**config.mk**
```make
export PLATFORM = sky130hd
export DESIGN_NAME = branch_resolve
export DESIGN_NICKNAME = d
export VERILOG_FILES = /design/src/logic/fetch_pkg.sv /design/src/logic/branch_resolve.sv
export VERILOG_INCLUDE_DIRS = /design/src /design/src/include
export SDC_FILE = /design/constraint.sdc
export NUM_CORES = 1
export LEC_CHECK = 0
export ABC_AREA = 1
export BUFFER_PORTS_ARGS = -buffer_cell sky130_fd_sc_hd__buf_4
export CAP_MARGIN = 15
export CORE_MARGIN = 2
export CORE_UTILIZATION = 47
export CTS_CLUSTER_DIAMETER = 120
export DETAILED_ROUTE_END_ITERATION = 10
export PLACE_DENSITY_LB_ADDON = 0.12
export SLEW_MARGIN = 20
export SYNTH_ARGS = -nofsm -noshare
export SYNTH_HDL_FRONTEND = slang
export SYNTH_SLANG_ARGS = --single-unit
```
**constraint.sdc**
```tcl
create_clock -name clk -period 4.3 [get_ports clk]
set_input_delay 0.86 -clock clk [delete_from_list [all_inputs] [get_ports clk]]
set_output_delay 0.86 -clock clk [all_outputs]
set_load 0.1 [all_outputs]
```
**src/include/fetch_cfg.svh**
```systemverilog
`ifndef FETCH_CFG_SVH
`define FETCH_CFG_SVH

// instruction word address width.
`define FETCH_ADDR_W 8

// instruction word width.
`define FETCH_INST_W 32

// global history length.
`define FETCH_GH_W 4

// pattern table index, one entry per word address.
`define FETCH_PAT_W `FETCH_ADDR_W

// first address fetched after reset.
`define FETCH_PC_INIT 0

`endif

```
**src/logic/fetch_pkg.sv**
```systemverilog
`include "fetch_cfg.svh"

package fetch_pkg;

	// opcode field, top four bits of the word.
	typedef enum logic [3:0] {
		op_plain  = 4'h0,
		op_jump   = 4'h1,
		op_branch = 4'h2,
		op_jreg   = 4'h3
	} opcode_t;

	// word address into the instruction memory.
	typedef logic [`FETCH_ADDR_W-1:0] addr_t;

	// raw instruction word.
	typedef logic [`FETCH_INST_W-1:0] inst_t;

	// gshare table index.
	typedef logic [`FETCH_PAT_W-1:0] pattern_t;

	// two-bit predictor entry.
	// bit 1 is the predicted direction, bit 0 the confidence.
	typedef logic [1:0] counter_t;

	// global history register.
	typedef logic [`FETCH_GH_W-1:0] history_t;

endpackage

```
**src/logic/branch_resolve.sv**
```systemverilog
`timescale 1ns/100ps
`include "fetch_cfg.svh"

module branch_resolve (
	input  logic                clk,
	input  logic                reset,
	input  logic                branch_issue,
	input  fetch_pkg::addr_t    inst_pc,
	input  fetch_pkg::addr_t    target,
	input  fetch_pkg::counter_t pred_counter,
	input  fetch_pkg::pattern_t pred_pattern,
	input  logic                resolve_ack,
	input  logic                resolve_taken,
	output logic                busy,
	output logic                resolve_req,
	output fetch_pkg::addr_t    resolve_pc,
	output logic                commit,
	output fetch_pkg::pattern_t commit_pattern,
	output logic                commit_failure,
	output fetch_pkg::counter_t commit_counter,
	output logic                redirect,
	output fetch_pkg::addr_t    redirect_addr
);
	import fetch_pkg::*;

	typedef enum logic [1:0] {
		s_idle,
		s_wait_ack,
		s_wait_release
	} state_t;

	state_t   state;
	addr_t    pc_q;
	addr_t    target_q;
	counter_t counter_q;
	pattern_t pattern_q;
	logic     taken_q;

	always_ff @(posedge clk) begin
		if (reset) begin
			state <= s_idle;
			commit <= 1'b0;
			redirect <= 1'b0;
		end else begin
			commit <= 1'b0;
			redirect <= 1'b0;
			case (state)
				s_idle: begin
					if (branch_issue) begin
						state <= s_wait_ack;
					end
				end
				s_wait_ack: begin
					if (resolve_ack) begin
						commit <= 1'b1;
						state <= s_wait_release;
					end
				end
				s_wait_release: begin
					// redirect and busy release on the same edge.
					if (!resolve_ack) begin
						redirect <= 1'b1;
						state <= s_idle;
					end
				end
				default: begin
					state <= s_idle;
				end
			endcase
		end
	end

	// captured branch, held until redirect.
	always_ff @(posedge clk) begin
		if (state == s_idle && branch_issue) begin
			pc_q <= inst_pc;
			target_q <= target;
			counter_q <= pred_counter;
			pattern_q <= pred_pattern;
		end
		if (state == s_wait_ack && resolve_ack) begin
			taken_q <= resolve_taken;
		end
	end

	assign busy = (state != s_idle);
	assign resolve_req = (state == s_wait_ack);
	assign resolve_pc = pc_q;

	assign commit_pattern = pattern_q;
	assign commit_counter = counter_q;
	assign commit_failure = taken_q ^ counter_q[1];

	// fetch restarts here whether or not the guess was right.
	assign redirect_addr = taken_q ? target_q : addr_t'(pc_q + 1'b1);

endmodule

```
# --- Yosys cells after proc, flatten, opt, wreduce, memory -nomap -nowiden ---
# Index checks and enable logic that the tools add are counted.
op_classes:
  add_sub_neg: 1
  multipliers: 0
  n_div: 0
  magnitude_cmp: 0
  eq_ne: 5
  n_shift: 0
  muxes: 7
  bitwise: 3
  n_reduce_logical: 7
op_table:
  columns: ["operator", "n"]
  rows:
  - ["$add A8 B1 Y8 const B", 1]
  - ["$mux W8", 1]
  - ["$mux W2", 3]
  - ["$ne A2 B2 Y1 const B", 3]
  - ["$pmux W2 S3", 1]
  - ["$reduce_or A2 Y1", 2]
  - ["$reduce_and A3 Y1", 1]
  - ["$eq A2 B1 Y1 const B", 1]
  - ["$eq A2 B2 Y1 const B", 1]
  - ["$logic_and A1 B1 Y1", 2]
  - ["$logic_not A2 Y1", 1]
  - ["$mux W1", 2]
  - ["$not A1 Y1", 2]
  - ["$reduce_bool A2 Y1", 1]
  - ["$xor A1 B1 Y1", 1]
totals:
  ff_bits: 31
  latchBits: 0
  mem_bits_rw: 0
  mem_bits_ro: 0
  in_bits: 31
  output_inout_bits: 31
  elab_cells: 31
  n_memories: 0

# --- Logic depth before layout (Yosys ltp) ---
logic_depth:
  depth_word: 3
  mapped_depth: 6
  mapped_depth_nobuf: 6

# --- Worst setup path before layout ---
# Ideal clock, no wire load.
synth_path:
  path_type: "register to output"
  startpoint: "reg pc_q[0] (netlist: resolve_pc[0])"
  endpoint: "out redirect_addr[2]"
  arrival_ps: 3483
  required_time_ps: 3440
  slack_ps: -43
  path_stages_with_launch: 4
  n_path_buf: 0
  path_cell_list: "edfxtp_1 ha_1 nor2_1 o21ai_0"
synth_between:
  elab_chain_cells: 2
synth_lines:
  columns: ["item", "line_no", "text"]
  rows:
  - ["start, declared", "branch_resolve.sv:33", "addr_t pc_q;"]
  - ["start signal, assigned", "branch_resolve.sv:76", "pc_q <= inst_pc;"]
  - ["$add A8 B1 Y8", "branch_resolve.sv:95", "assign redirect_addr = taken_q ? target_q : addr_t'(pc_q + 1'b1);"]
  - ["$mux W8", "branch_resolve.sv:95", null]
  - ["end, declared", "branch_resolve.sv:22", "output fetch_pkg::addr_t redirect_addr"]
# Every way passes these cells.

# --- Worst setup path after layout ---
layout_path:
  startpoint: "reg pc_q[0] (netlist: resolve_pc[0])"
  endpoint: "out redirect_addr[6]"
# Same word-level chain as after synthesis.

==> run metrics <==
Post-Synthesis Cell Area=1210 um2; synth top area cells=edfxtp_1, nand2_1, dfxtp_1; placed cells=189; Worst EP required=3.44 ns; number of synthesized register bits=31; Hold Path Cell Cnt=2; CP Class=flop to output pin; grt total ovfl=0; layout cells sized above 1=43.1%; CTS root buf=clkbuf_4; Antenna Violating Nets Remaining=0; min-delay worst type=flop to flop; CTS Buffer Depth=2; Die Y=54.8 um; full die area=3000 um2; initial core utilization=49.4%; Initial DRT Pass Iterations=4; area leader, netlist=edfxtp_1; RSZ-0062 raised after global routing=no; number of synthesized flops with an enable pin=27; YS warnings=0; Syn Inst Count=99; Final Non-Filler Cells=197; drc violations=0; Least-Margin Pin Slew=0.967 ns; final setup TNS=0 ns; vias per cell=4.75; CP startpoint=resolve_pc[0]; postcts setup bufs=0; vias in the first global route=796; synthesis-to-layout area growth=46.2%; reg2reg start=state[0]; core box area=2450 um2; Fillers=184; Antenna Cells=0; net count after synthesis=131; initial drt markers=23; CTS sink cnt=31; Worst R2R End=target_q[2]; count of different cell masters after synthesis=18; post-cts resize count=0; Final Hold Fails=0; clk_lat worst skew=0.32 ns; outcome=completed; Worst setup EP type=output pin; commonest cells after routing, fill and taps aside=buf_4, nand2_1, edfxtp_1; Final period util=59.3%; number of port buffers=61; Arrival @ worst endpoint=1.69 ns; setup slack, reg-to-reg=2.63 ns; Post-Route WL=2320 um; CTS buffer count=5; initial antenna violation count=0; drt wl/cell=11.8 um; pin count of the biggest net entering global routing=27; I/O pin total=62; commonest non-fill, non-tap cell in the layout=buf_4; hold buffer count at cts=0; register area share after synthesis=73.5%; share of the synthesized area in the top cell type=66.9%; Rows=18; Max-cap violations=0; power density cells=455 nW/um2; nets@finish=198; Slew Limit Headroom=35.5%; final setup vio count=0; max-slew violation count=0; first-pass GRT wire length=3150 um; Reg2Reg Depth=3; via count=935; CP max FO=5; hpwl dp=1720 um; clk slew on worst S/H paths=0.10 ns; clock skew=0.00834 ns; mean post-synth cell area=12.2 um2; CTS tree=done; H-tree Lvls=2; Achievable Freq=0.392 GHz; GRT Total Usage=16.3%; CP Launch Type=flop; ys async rst share=0%; Die Wd=54.8 um; Main synth FF type=edfxtp_1; CP endpoint=redirect_addr[6]; Max VDD drop=0.355 mV; min Tclk post-route=2.55 ns; LEAKAGE=0.000800 uW; placer congestion estimate=0.696
==> metrics by stage <==
step                power [uW]  hold slack, ns  utilization, %  setup WS, ns  area [um2]
floorplan                  541           0.492               -         0.355        1210
global placement           596           0.510            69.1          2.15        1700
detailed placement         599           0.528            69.1          2.10        1700
CTS                        816           0.544            72.2          1.73        1770
global route               835           0.562            72.2          1.63        1770
finish                     808           0.541            72.2          1.75        1770
==> cell usage after synthesis (2+ instances only) <==
cell type and n:
edfxtp_1 27, inv_1 10, nor3_1 2, nor2_2 2
nor2_1 4, o21ai_0 3, nand3_1 8, o21bai_1 2
nand2_1 29, dfxtp_1 4
==> registers in the layout, indices dropped and copies added, names as in the netlist <==
register and flops:
commit_pattern 8, redirect 1, commit 1, state 2, commit_counter 2, target_q 8, resolve_pc 8, taken_q 1
==> cell families after synthesis <==
group           share of synthesized area [%]
xor+xnor                                0.723
flops                                    73.5
fa+ha+maj                                1.03
compound gates                           3.92
buf+inv                                  4.03
simple gates                             16.8
==> where the power goes <==
group | switching [uW] | internal [uW] | leakage [uW]
combinational | 180 | 50.2 | 0.000467
sequential | 10.6 | 350 | 0.000291
clock | 97.1 | 120 | 0.0000426
==> final cells by class <==
type | instances | area, um2 | area share (%)
flip-flops and latches | 31 | 891 | 50.2
repair buffers | 61 | 458 | 25.8
clock buffers | 5 | 37.5 | 2.12
clock inverters | 3 | 38.8 | 2.19
inverters | 10 | 37.5 | 2.12
well taps | 30 | 37.5 | 2.12
multi-input cells | 57 | 273 | 15.4
==> worst max-delay path: stages, from the launching register on <==
cell	delay [ns]
edfxtp_1	0.46
ha_1	0.26
nand3_1	0.13
nor2_1	0.05
nand2_1	0.06
nand3_1	0.07
nand2_1	0.06
buf_4	0.28
==> metal layers <==
metal  track usage, %  wire [um]  vias to the layer above
li1                 -          -                      469
met1             15.8        864                      417
met2             26.8       1190                       44
met3             8.74        220                        5
met4             10.0         38                        0
met5                0          0                        -
==> how the worst min path moves through the flow <==
stage / from / end / slack, ns
finish: state[1] / redirect / 0.54
global route: state[1] / redirect / 0.56
CTS: state[1] / redirect / 0.54
detailed placement: state[1] / redirect / 0.53
global placement: state[1] / redirect / 0.51
floorplan: state[1] / redirect / 0.49
Power figures use the tool's default switching activity.
