[src/include/fetch_cfg.svh]
`ifndef FETCH_CFG_SVH
`define FETCH_CFG_SVH

// instruction word address width.
`define FETCH_ADDR_W 8

// instruction word width.
`define FETCH_INST_W 32

// global history length.
`define FETCH_GH_W 4

// pattern table index, one entry per word address.
`define FETCH_PAT_W `FETCH_ADDR_W

// first address fetched after reset.
`define FETCH_PC_INIT 0

`endif

[src/logic/fetch_pkg.sv]
`include "fetch_cfg.svh"

package fetch_pkg;

	// opcode field, top four bits of the word.
	typedef enum logic [3:0] {
		op_plain  = 4'h0,
		op_jump   = 4'h1,
		op_branch = 4'h2,
		op_jreg   = 4'h3
	} opcode_t;

	// word address into the instruction memory.
	typedef logic [`FETCH_ADDR_W-1:0] addr_t;

	// raw instruction word.
	typedef logic [`FETCH_INST_W-1:0] inst_t;

	// gshare table index.
	typedef logic [`FETCH_PAT_W-1:0] pattern_t;

	// two-bit predictor entry.
	// bit 1 is the predicted direction, bit 0 the confidence.
	typedef logic [1:0] counter_t;

	// global history register.
	typedef logic [`FETCH_GH_W-1:0] history_t;

endpackage

[src/logic/branch_predictor.sv]
`timescale 1ns/100ps
`include "fetch_cfg.svh"

module branch_predictor (
	input  logic                clk,
	input  logic                reset,
	input  logic                lookup_en,
	input  fetch_pkg::addr_t    lookup_addr,
	output fetch_pkg::counter_t pred_counter,
	output fetch_pkg::pattern_t pred_pattern,
	input  logic                commit,
	input  fetch_pkg::pattern_t commit_pattern,
	input  logic                commit_failure,
	input  fetch_pkg::counter_t commit_counter
);
	import fetch_pkg::*;

	counter_t pht [2**`FETCH_PAT_W];
	history_t gh;
	pattern_t pattern;
	logic     taken;
	counter_t counter_updated;

	// history folded into the upper index bits.
	assign pattern = pattern_t'(lookup_addr) ^
		{gh, {(`FETCH_PAT_W-`FETCH_GH_W){1'b0}}};

	// actual outcome from the prediction and the miss flag.
	assign taken = commit_counter[1] ^ commit_failure;

	// direction only flips on a miss at low confidence.
	assign counter_updated[1] = commit_counter[1] ^ (commit_failure & ~commit_counter[0]);
	assign counter_updated[0] = ~commit_failure;

	always_ff @(posedge clk) begin
		if (reset) begin
			gh <= '0;
			pht <= '{default: '0};
		end else if (commit) begin
			gh <= {gh[`FETCH_GH_W-2:0], taken};
			pht[commit_pattern] <= counter_updated;
		end
	end

	// lookup result travels with the fetched word.
	always_ff @(posedge clk) begin
		if (lookup_en) begin
			pred_counter <= pht[pattern];
			pred_pattern <= pattern;
		end
	end

endmodule

[config.mk]
export PLATFORM = sky130hd
export DESIGN_NAME = branch_predictor
export DESIGN_NICKNAME = d
export VERILOG_FILES = /design/src/logic/fetch_pkg.sv /design/src/logic/branch_predictor.sv
export VERILOG_INCLUDE_DIRS = /design/src /design/src/include
export SDC_FILE = /design/constraint.sdc
export NUM_CORES = 1
export LEC_CHECK = 0
export BUFFER_PORTS_ARGS = -buffer_cell sky130_fd_sc_hd__buf_2
export CORE_ASPECT_RATIO = 0.75
export CORE_UTILIZATION = 65
export CTS_CLUSTER_SIZE = 28
export DETAILED_ROUTE_END_ITERATION = 10
export GPL_TIMING_DRIVEN = 1
export PLACE_DENSITY_LB_ADDON = 0.25
export SYNTH_ARGS = -nofsm -noshare
export SYNTH_HDL_FRONTEND = slang
export SYNTH_SLANG_ARGS = --single-unit
[constraint.sdc]
create_clock -name clk -period 4.6 [get_ports clk]
set_input_delay 0.46 -clock clk [delete_from_list [all_inputs] [get_ports clk]]
set_output_delay 0.46 -clock clk [all_outputs]
set_load 0.05 [all_outputs]
# [After elaboration in Yosys (flattened, before gate mapping)]
# Index checks and enable logic that the tools add are counted.
[totals] register_bits=526 in_bits=23
[classes] reduce_logical=1 bitwise_logic=8 order_cmp=3 n_mux=6
[ops] cell="512-bit bitwise mux" count=1
[ops] cell="9-bit greater-or-equal comparator (second input constant)" count=2
[ops] cell="8-bit inverter with 9-bit output" count=2
[ops] cell="2-bit binary-select mux with 8-bit select" count=1
[ops] cell="2-bit demux with 8-bit select" count=1
[ops] cell="9-bit by 1-bit less-than comparator with 1-bit output (second input constant)" count=1
[ops] cell="8-bit XOR" count=1
[ops] cell="2-bit two-way mux" count=3
[ops] cell="1-bit inverter" count=2
[ops] cell="1-bit XOR" count=2
[ops] cell="1-bit AND" count=1
[ops] cell="1-bit logical AND" count=1

# [Logic depth before layout (Yosys ltp)]
# Gate-level depths: netlist (run 1).
[logic_depth] ltp_word=6 mapped_depth=11 ltp_nobuf=7

# [Worst setup path after synthesis (run 1)]
# Ideal clock, no wire load.
[synth_path] path_type="input -> register" start="input port lookup_addr[1]" end="register pred_counter[0] (data pin)" arrival_time_ps=2254 t_required_ps=4334 setup_time_ps=266 cell_stages=9 slack_ps=2080 cell_sequence="buf_4 > buf_4 > buf_2 > buf_2 > mux4_2 > a211oi_1 > a211oi_1 > nor4_1 > nand3_1"
[synth_between] elab_chain_len=5
[synth_lines] element="start, declared" line="branch_predictor.sv:8" rtl="input fetch_pkg::addr_t lookup_addr,"
[synth_lines] element="8-bit XOR" line="branch_predictor.sv:25" rtl="assign pattern = pattern_t'(lookup_addr) ^"
[synth_lines] element="8-bit inverter with 9-bit output (implied by the code)" line="branch_predictor.sv:48" rtl="pred_counter <= pht[pattern];"
[synth_lines] element="2-bit binary-select mux with 8-bit select" line="branch_predictor.sv:48"
[synth_lines] element="2-bit two-way mux (implied by the code) (2 in series)" line="branch_predictor.sv:48"
[synth_lines] element="end signal, assigned" line="branch_predictor.sv:48"
[synth_lines] element="end, declared" line="branch_predictor.sv:9" rtl="output fetch_pkg::counter_t pred_counter,"
# Every way passes these cells. The select of a mux whose other input is x is not followed.
# A chain may end at the register's enable or synchronous reset.

# [Final worst setup path (run 1)]
[layout_path] start="input port lookup_addr[0]" end="register pred_counter[1] (data pin)"
# Same word-level chain as after synthesis.

==> out/qor.yml, run 1 <==
power:
  p_leak_nw: 7.46
  max-vdd-ir-drop_uv: 263
  p_int_w: 0.00719
  p_switching_w: 0.00229
  power_w: 0.00948
  clkPwrFrac_pct: 44.2
  pwr-share-seq_pct: 48.5
  power.density_mw_per_mm2: 375
  sw_frac_of_total_pct: 24.1
  p_comb_share_pct: 7.3
yosys:
  syn_area_mm2: 0.0235
  synth_edf_count: 10
  synth_area_leaders: "dfxtp_1 44%, a311oi_1 17%, a21oi_1 9.6%"
  synth_seq_cells: 526
  synth.largest_area_cell: "dfxtp_1"
  synth.net_count: 2373
  yosys_warnings: 0
  yosysSeqAreaShare_pct: 45.2
  synthArstFlopShare_pct: 0
  yosysMostFrequentCell: "dfxtp_1"
  ys.flop_type: "dfxtp_1"
  yosysUniqueCellTypes: 50
  synthTopCellsByCount: "516 x dfxtp_1, 453 x a21oi_1, 450 x a311oi_1, 280 x clkbuf_1, 135 x nor2_1"
  netlist_instances: 2350
  syn_avg_cell_area_um2: 10.0
  synth_top_cell_area_share_pct: 43.9
place:
  hpwl_mm: 37.8
  postPlaceCellArea_mm2: 0.0236
  portBuffers: 32
  placed_cells: 2544
  gp_congestion: 0.883
  dp_slack_ps: 1050
timing:
  maxSlewHeadroom_pct: 14.4
  slew_viol_final: 0
  finClkSkew_ps: 21.2
  max_freq_ghz: 0.325
  final.setup.worst_slack_ps: 1520
  rsz0062_at_grt: "false"
  tightest_slew_ps: 1280
  setup_violations: 0
  finalCritPeriodShare_pct: 66.9
  tns_ps: 0
  final-hold-violation-count: 0
  layout_min_cycle_time_ps: 3080
floorplanning:
  initial_core_util_pct: 67.0
  dieArea_mm2: 0.0370
  fp.dieW_um: 222
  ioPinCount: 33
  row_count: 59
  core_mm2: 0.0351
  die_h_um: 167
clock_network:
  ctsRootBufferMaster: "clkbuf_16"
  ctsHoldBuffers: 0
  numCtsBuffers: 49
  postCtsResizedCells: 0
  clock_latency_ps: 580
  clock_path_buffers: 3
  h-tree-depth: 2
  cts_tree: "built"
  cts_setup_buffers: 0
  cts_sinks: 526
  cts.clk_slew.worst_paths_ps: 70
run_status:
  status: "finished clean"
global_route:
  antenna_found_initial: 3
  grt_pass1_wl_mm: 105
  grt_pass1_vias: 18300
  gr-total-overflow: 0
  grt_max_degree: 198
  grtUsageTotal_pct: 35.2
final_layout:
  instances_no_fill: 2635
  fillerInstances: 2516
  drive_above_1_share_pct: 13.1
  final_area_mm2: 0.0253
  area_delta_synth_final_pct: 7.27
  final_nets: 2161
route:
  ant_nets: 0
  viasPerCell: 7.56
  drt_wl_total_mm: 66.5
  dr.pass1.iters: 6
  wire_per_inst_um: 25.2
  drt-initial-drc-count: 2812
  vias: 19900
  drcViolationCount: 0
hold_path:
  worstHoldPathType: "input pin to flip-flop"
setup_path:
  cpPeakStageDelay_ps: 760
  crit_fanout: 33
  crit_top_cell: "nor4_1"
  crit_slowest_cell: "nor4_1"
  required_ps: 4910
  start_kind: "input pin"
  end_kind: "flip-flop"
  critical_path_class: "input pin to flip-flop"
  critPathArrivalTime_ps: 3390
  worstPathCellList: "buf_4 > buf_12 > mux4_1 > mux2i_1 > mux4_2 > nor4_1 > nor4_1 > nand3_1"
run:
  drv_cap: 0
## worst max-delay path: cells and delay by family
family | cells | cell delay, ps
AND/OR/NAND/NOR | 3 | 960
buffers and inverters | 2 | 880
multiplexers | 3 | 1050
## power by group through the flow
stage / Combinational [W] / Clock [W] / Sequential (W)
2_1_floorplan: 0.000457 / 0 / 0.00472
3_3_place_gp: 0.000656 / 0 / 0.00470
3_5_place_dp: 0.000665 / 0 / 0.00470
4_1_cts: 0.000670 / 0.00420 / 0.00460
5_1_grt: 0.000720 / 0.00440 / 0.00460
6_report: 0.000688 / 0.00419 / 0.00460
## kinds of logic (layout without fill, tap and decap cells)
kind of cell	Yosys count	in the layout	share of synthesized area, %
compound gates	1057	1057	31.2
flops	526	526	45.2
buf+inv	357	183	6.33
simple gates	219	219	4.15
mux	185	185	13.0
xor+xnor	6	6	0.223
other cells	0	2	0
## placed cells by master (no fill, tap or decap), types with 7 or more instances in the layout
cell type / netlist / routed
o21ai_0: 11 / 11
mux2i_1: 88 / 88
buf_4: 11 / 50
buf_12: 2 / 8
mux4_2: 79 / 79
mux4_1: 12 / 12
a22oi_1: 7 / 7
clkbuf_16: 0 / 51
nor4_1: 10 / 10
clkbuf_1: 280 / 12
buf_2: 21 / 28
nor2b_1: 13 / 13
a211oi_1: 77 / 77
clkinv_2: 0 / 9
a21oi_1: 453 / 453
a311oi_1: 450 / 450
nor2_4: 0 / 25
nand2b_1: 7 / 7
o22ai_1: 31 / 31
nor2_1: 135 / 110
clkbuf_8: 0 / 14
nand2_1: 23 / 23
edfxtp_1: 10 / 10
dfxtp_1: 516 / 516
nand3_1: 9 / 9
## metrics by stage
| stage | hold slack (ps) | util [%] |
|---|---|---|
| after detailed placement | 489 | 67.1 |
| final | 228 | 71.9 |
| after global placement | 483 | 67.1 |
| after global routing | 227 | 71.9 |
| after floorplan | 473 | - |
| after CTS | 211 | 71.8 |
## metal layers
| layer | GRT usage, % | vias to the layer above | wire, µm |
|---|---|---|---|
| li1 | - | 8978 | - |
| met5 | 0 | - | 10 |
| met4 | 12.9 | 2 | 2030 |
| met2 | 51.7 | 1097 | 29400 |
| met3 | 7.64 | 154 | 7200 |
| met1 | 51.1 | 9687 | 27900 |
## worst paths after layout
| check | start | end | slack [ps] | depth (start not counted) |
|---|---|---|---|---|
| worst max-delay path | lookup_addr[0] | pred_counter[1] | 1520 | 8 |
| worst min-delay path | commit | gh[0] | 230 | 2 |
| worst max register to register | gh[0] | pred_counter[1] | 1660 | 8 |
| worst min register to register | pht[435] | pht[435] | 500 | 2 |
## cell type report
| cell class | count | area [µm²] | area share, % |
|---|---|---|---|
| antenna | 2 | 5.00 | 0.0198 |
| clock buffer | 75 | 1490 | 5.89 |
| clock inverter | 14 | 174 | 0.689 |
| inverter | 5 | 18.8 | 0.0743 |
| multi-input combinational | 1467 | 11600 | 46.1 |
| sequential | 526 | 10600 | 42.1 |
| tap | 457 | 572 | 2.26 |
| timing repair buffer | 89 | 718 | 2.84 |
## registers in the layout, indices dropped and copies added, names as in the netlist
| signal | flops |
|---|---|
| gh | 4 |
| pred_counter | 2 |
| pred_pattern | 8 |
| pht | 512 |
Note: power is estimated with default switching activity, not from simulation.
==> run 2: changes to the inputs <==
CORE_UTILIZATION = 57   (was 65)
clock period = 2.6 ns   (was 4.6 ns; I/O delays follow)
==> run 2 against run 1 <==
Wire length grew 2.2%. Largest power group unchanged. Clock power increased by 85%. Register-to-register slack got worse by 1500 ps. Total power up 82%. Clock-buffer cell count unchanged. Utilization is 7.2 points lower.
==> out/qor.yml, run 2 (synthesis results as in run 1) <==
route:
  drt-initial-drc-count: 2656  # was 2812
  highest_layer: "met4"  # was met5
  drt_wl_total_mm: 68.0  # was 66.5 mm
  wl_met3_mm: 6.24  # was 7.20 mm
  drcViolationCount: 0  # unchanged
  wire_per_inst_um: 24.5  # was 25.2 µm
  ant_nets: 0  # unchanged
  vias: 20000  # was 19.9k
  met2_wirelength_mm: 30.5  # was 29.4 mm
  wl_met1_mm: 29.8  # was 27.9 mm
  viasPerCell: 7.19  # was 7.56
  dr.pass1.iters: 6  # unchanged
clock_network:
  clock_latency_ps: 600  # was 580 ps
  h-tree-depth: 2  # unchanged
  numCtsBuffers: 51  # was 49
  cts_sinks: 526  # unchanged
  cts.clk_slew.worst_paths_ps: 70  # about the same
  cts_tree: "built"  # unchanged
  clock_path_buffers: 3  # unchanged
  ctsRootBufferMaster: "clkbuf_16"  # unchanged
  cts_setup_buffers: 0  # unchanged
setup_path:
  crit_family: "buffers and inverters"  # was multiplexers
  reg2reg_to: "pred_counter[1]"  # unchanged
  r2r_setup_slack_ps: 140  # was 1660 ps
  crit_fanout: 9  # was 33
  end_kind: "flip-flop"  # unchanged
  start_kind: "flip-flop"  # was input pin
  crit_slowest_cell: "mux4_2"  # was nor4_1
  required_ps: 3070  # was 4910 ps
  critical_path_class: "flip-flop to flip-flop"  # was input pin to flip-flop
  r2r_cells: 9  # was 8
  reg2reg_from: "gh[0]"  # unchanged
  cpPeakStageDelay_ps: 480  # was 760 ps
  critPathArrivalTime_ps: 2930  # was 3390 ps
  worst-path-buf-inv: 3  # was 2
  worstPathCellList: "xnor2_1 > inv_2 > buf_4 > mux2i_1 > mux4_2 > nor4_2 > nor4_2 > buf_4 > nand3_1"  # was buf_4 > buf_12 > mux4_1 > mux2i_1 > mux4_2 > nor4_1 > nor4_1 > nand3_1
timing:
  finClkSkew_ps: 25.0  # was 21.2 ps
  final-hold-violation-count: 0  # unchanged
  slew_viol_final: 0  # unchanged
  setup_violations: 0  # unchanged
  finalCritPeriodShare_pct: 94.6
  tightest_slew_ps: 1190  # was 1280 ps
  max_freq_ghz: 0.407
  maxSlewHeadroom_pct: 20.4  # was 14.4%
  tns_ps: 0  # unchanged
  layout_min_cycle_time_ps: 2460
final_layout:
  regArea_mm2: 0.0106  # unchanged
  area_delta_synth_final_pct: 11.9  # was 7.27%
  largest_reg_flops: 512  # unchanged
  final_common_cell: "dfxtp_1"  # unchanged
  multi_input_area_mm2: 0.0117  # was 0.0116 mm²
  final_area_mm2: 0.0263  # was 0.0253 mm²
  largest-register: "pht"  # unchanged
  reg_top3: "pht x512, pred_pattern x8, gh x4"  # unchanged
  drive_above_1_share_pct: 16.1  # was 13.1%
  layout_common_cells: "516 x dfxtp_1, 453 x a21oi_1, 450 x a311oi_1, 110 x nor2_1, 88 x mux2i_1"  # unchanged
  final_nets: 2227  # was 2161
  antennaDiodeCount: 0  # was 2
  fillerInstances: 3189  # was 2516
hold_path:
  min_to: "gh[0]"  # unchanged
  hold_depth: 3  # was 2
  holdCritStartpoint: "commit_counter[1]"  # was commit
  worstHoldPathType: "input pin to flip-flop"  # unchanged
place:
  portBuffers: 32  # unchanged
  gp_congestion: 0.861  # was 0.883
  postPlaceCellArea_mm2: 0.0245  # was 0.0236 mm²
  hpwl_mm: 38.6  # was 37.8 mm
global_route:
  grt_pass1_wl_mm: 106  # was 105 mm
  antenna_found_initial: 0  # was 3
  grt_max_degree: 217  # was 198
  grt_pass1_vias: 18500  # was 18.3k
  gr-total-overflow: 0  # unchanged
  grtUsageTotal_pct: 31.8  # was 35.2%
floorplanning:
  core_mm2: 0.0408  # was 0.0351 mm²
  fp.dieW_um: 237  # was 222 µm
  ioPinCount: 33  # unchanged
  die_h_um: 178  # was 167 µm
  dieArea_mm2: 0.0421  # was 0.0370 mm²
  row_count: 64  # was 59
  initial_core_util_pct: 57.8  # was 67.0%
power:
  p_leak_nw: 7.92  # was 7.46 nW
  max-vdd-ir-drop_uv: 559  # was 263 µV
  power_w: 0.0173  # was 0.00948 W
  power.density_mw_per_mm2: 655  # was 375 mW/mm²
run:
  drv_cap: 0  # unchanged
run_status:
  status: "finished clean"  # unchanged
-- run 2: cell count changes in the layout (fill, tap and decap cells not counted), moves of 3 or more --
cell | before | now
clkbuf_1 | 12 | 9
buf_12 | 8 | 40
buf_4 | 50 | 81
clkinv_2 | 9 | 12
-- run 2: worst max path at each step --
stage / from / endpoint / cells after the start
2_1_floorplan: lookup_addr[1] / pred_counter[1] / 9
3_3_place_gp: lookup_addr[0] / pred_counter[1] / 10
3_5_place_dp: lookup_addr[0] / pred_counter[1] / 10
4_1_cts: gh[1] / pred_counter[1] / 8
5_1_grt: pht[169] / pred_counter[1] / 7
6_report: gh[0] / pred_counter[1] / 9
-- run 2: worst register-to-register path, stage by stage (launching register included) --
cell and delay, ps:
dfxtp_1 340, xnor2_1 300, inv_2 210, buf_4 250, mux2i_1 120, mux4_2 480, nor4_2 300, nor4_2 120
buf_4 160, nand3_1 70
-- run 2: where the power goes --
part           leakage, nW  internal [W]  switching, W  total (W)
clock network        0.880       0.00451       0.00325    0.00777
logic                 2.78      0.000375      0.000976    0.00135
registers             4.25       0.00812     0.0000194    0.00814
total                 7.92        0.0130       0.00425     0.0173
-- run 2: final cells by class --
cell class | instances | share of cell area (%)
Multi-Input combinational cell | 1467 | 44.3
Sequential cell | 526 | 40.4
Timing Repair Buffer | 153 | 6.08
Clock buffer | 75 | 5.84
Tap cell | 528 | 2.51
Clock inverter | 21 | 0.874
Inverter | 5 | 0.0713
-- run 2: through the flow --
| stage | util (%) | setup WS [ps] | std cells | hold slack (ps) |
|---|---|---|---|---|
| 2_1_floorplan | - | 280 | 2350 | 359 |
| 3_3_place_gp | 60.2 | -287 | 2678 | 482 |
| 3_5_place_dp | 60.2 | -315 | 2678 | 488 |
| 4_1_cts | 64.6 | 46.9 | 2775 | 11.0 |
| 5_1_grt | 64.6 | -0.705 | 2775 | 42.1 |
| 6_report | 64.6 | 140 | 2775 | 21.6 |
-- run 2: what timing repair did --
item / in CTS / in global routing
hold endpoints to repair: 1 / 0
setup endpoints to repair: 0 / 1
resized for setup: 0 / 3
hold buffers: 1 / 0
-- run 2: routing by layer --
metal | vias to the layer above | global-route usage [%]
li1 | 9132 | -
met1 | 9733 | 46.0
met2 | 970 | 48.5
met3 | 118 | 5.73
met4 | 0 | 9.33
met5 | - | 0
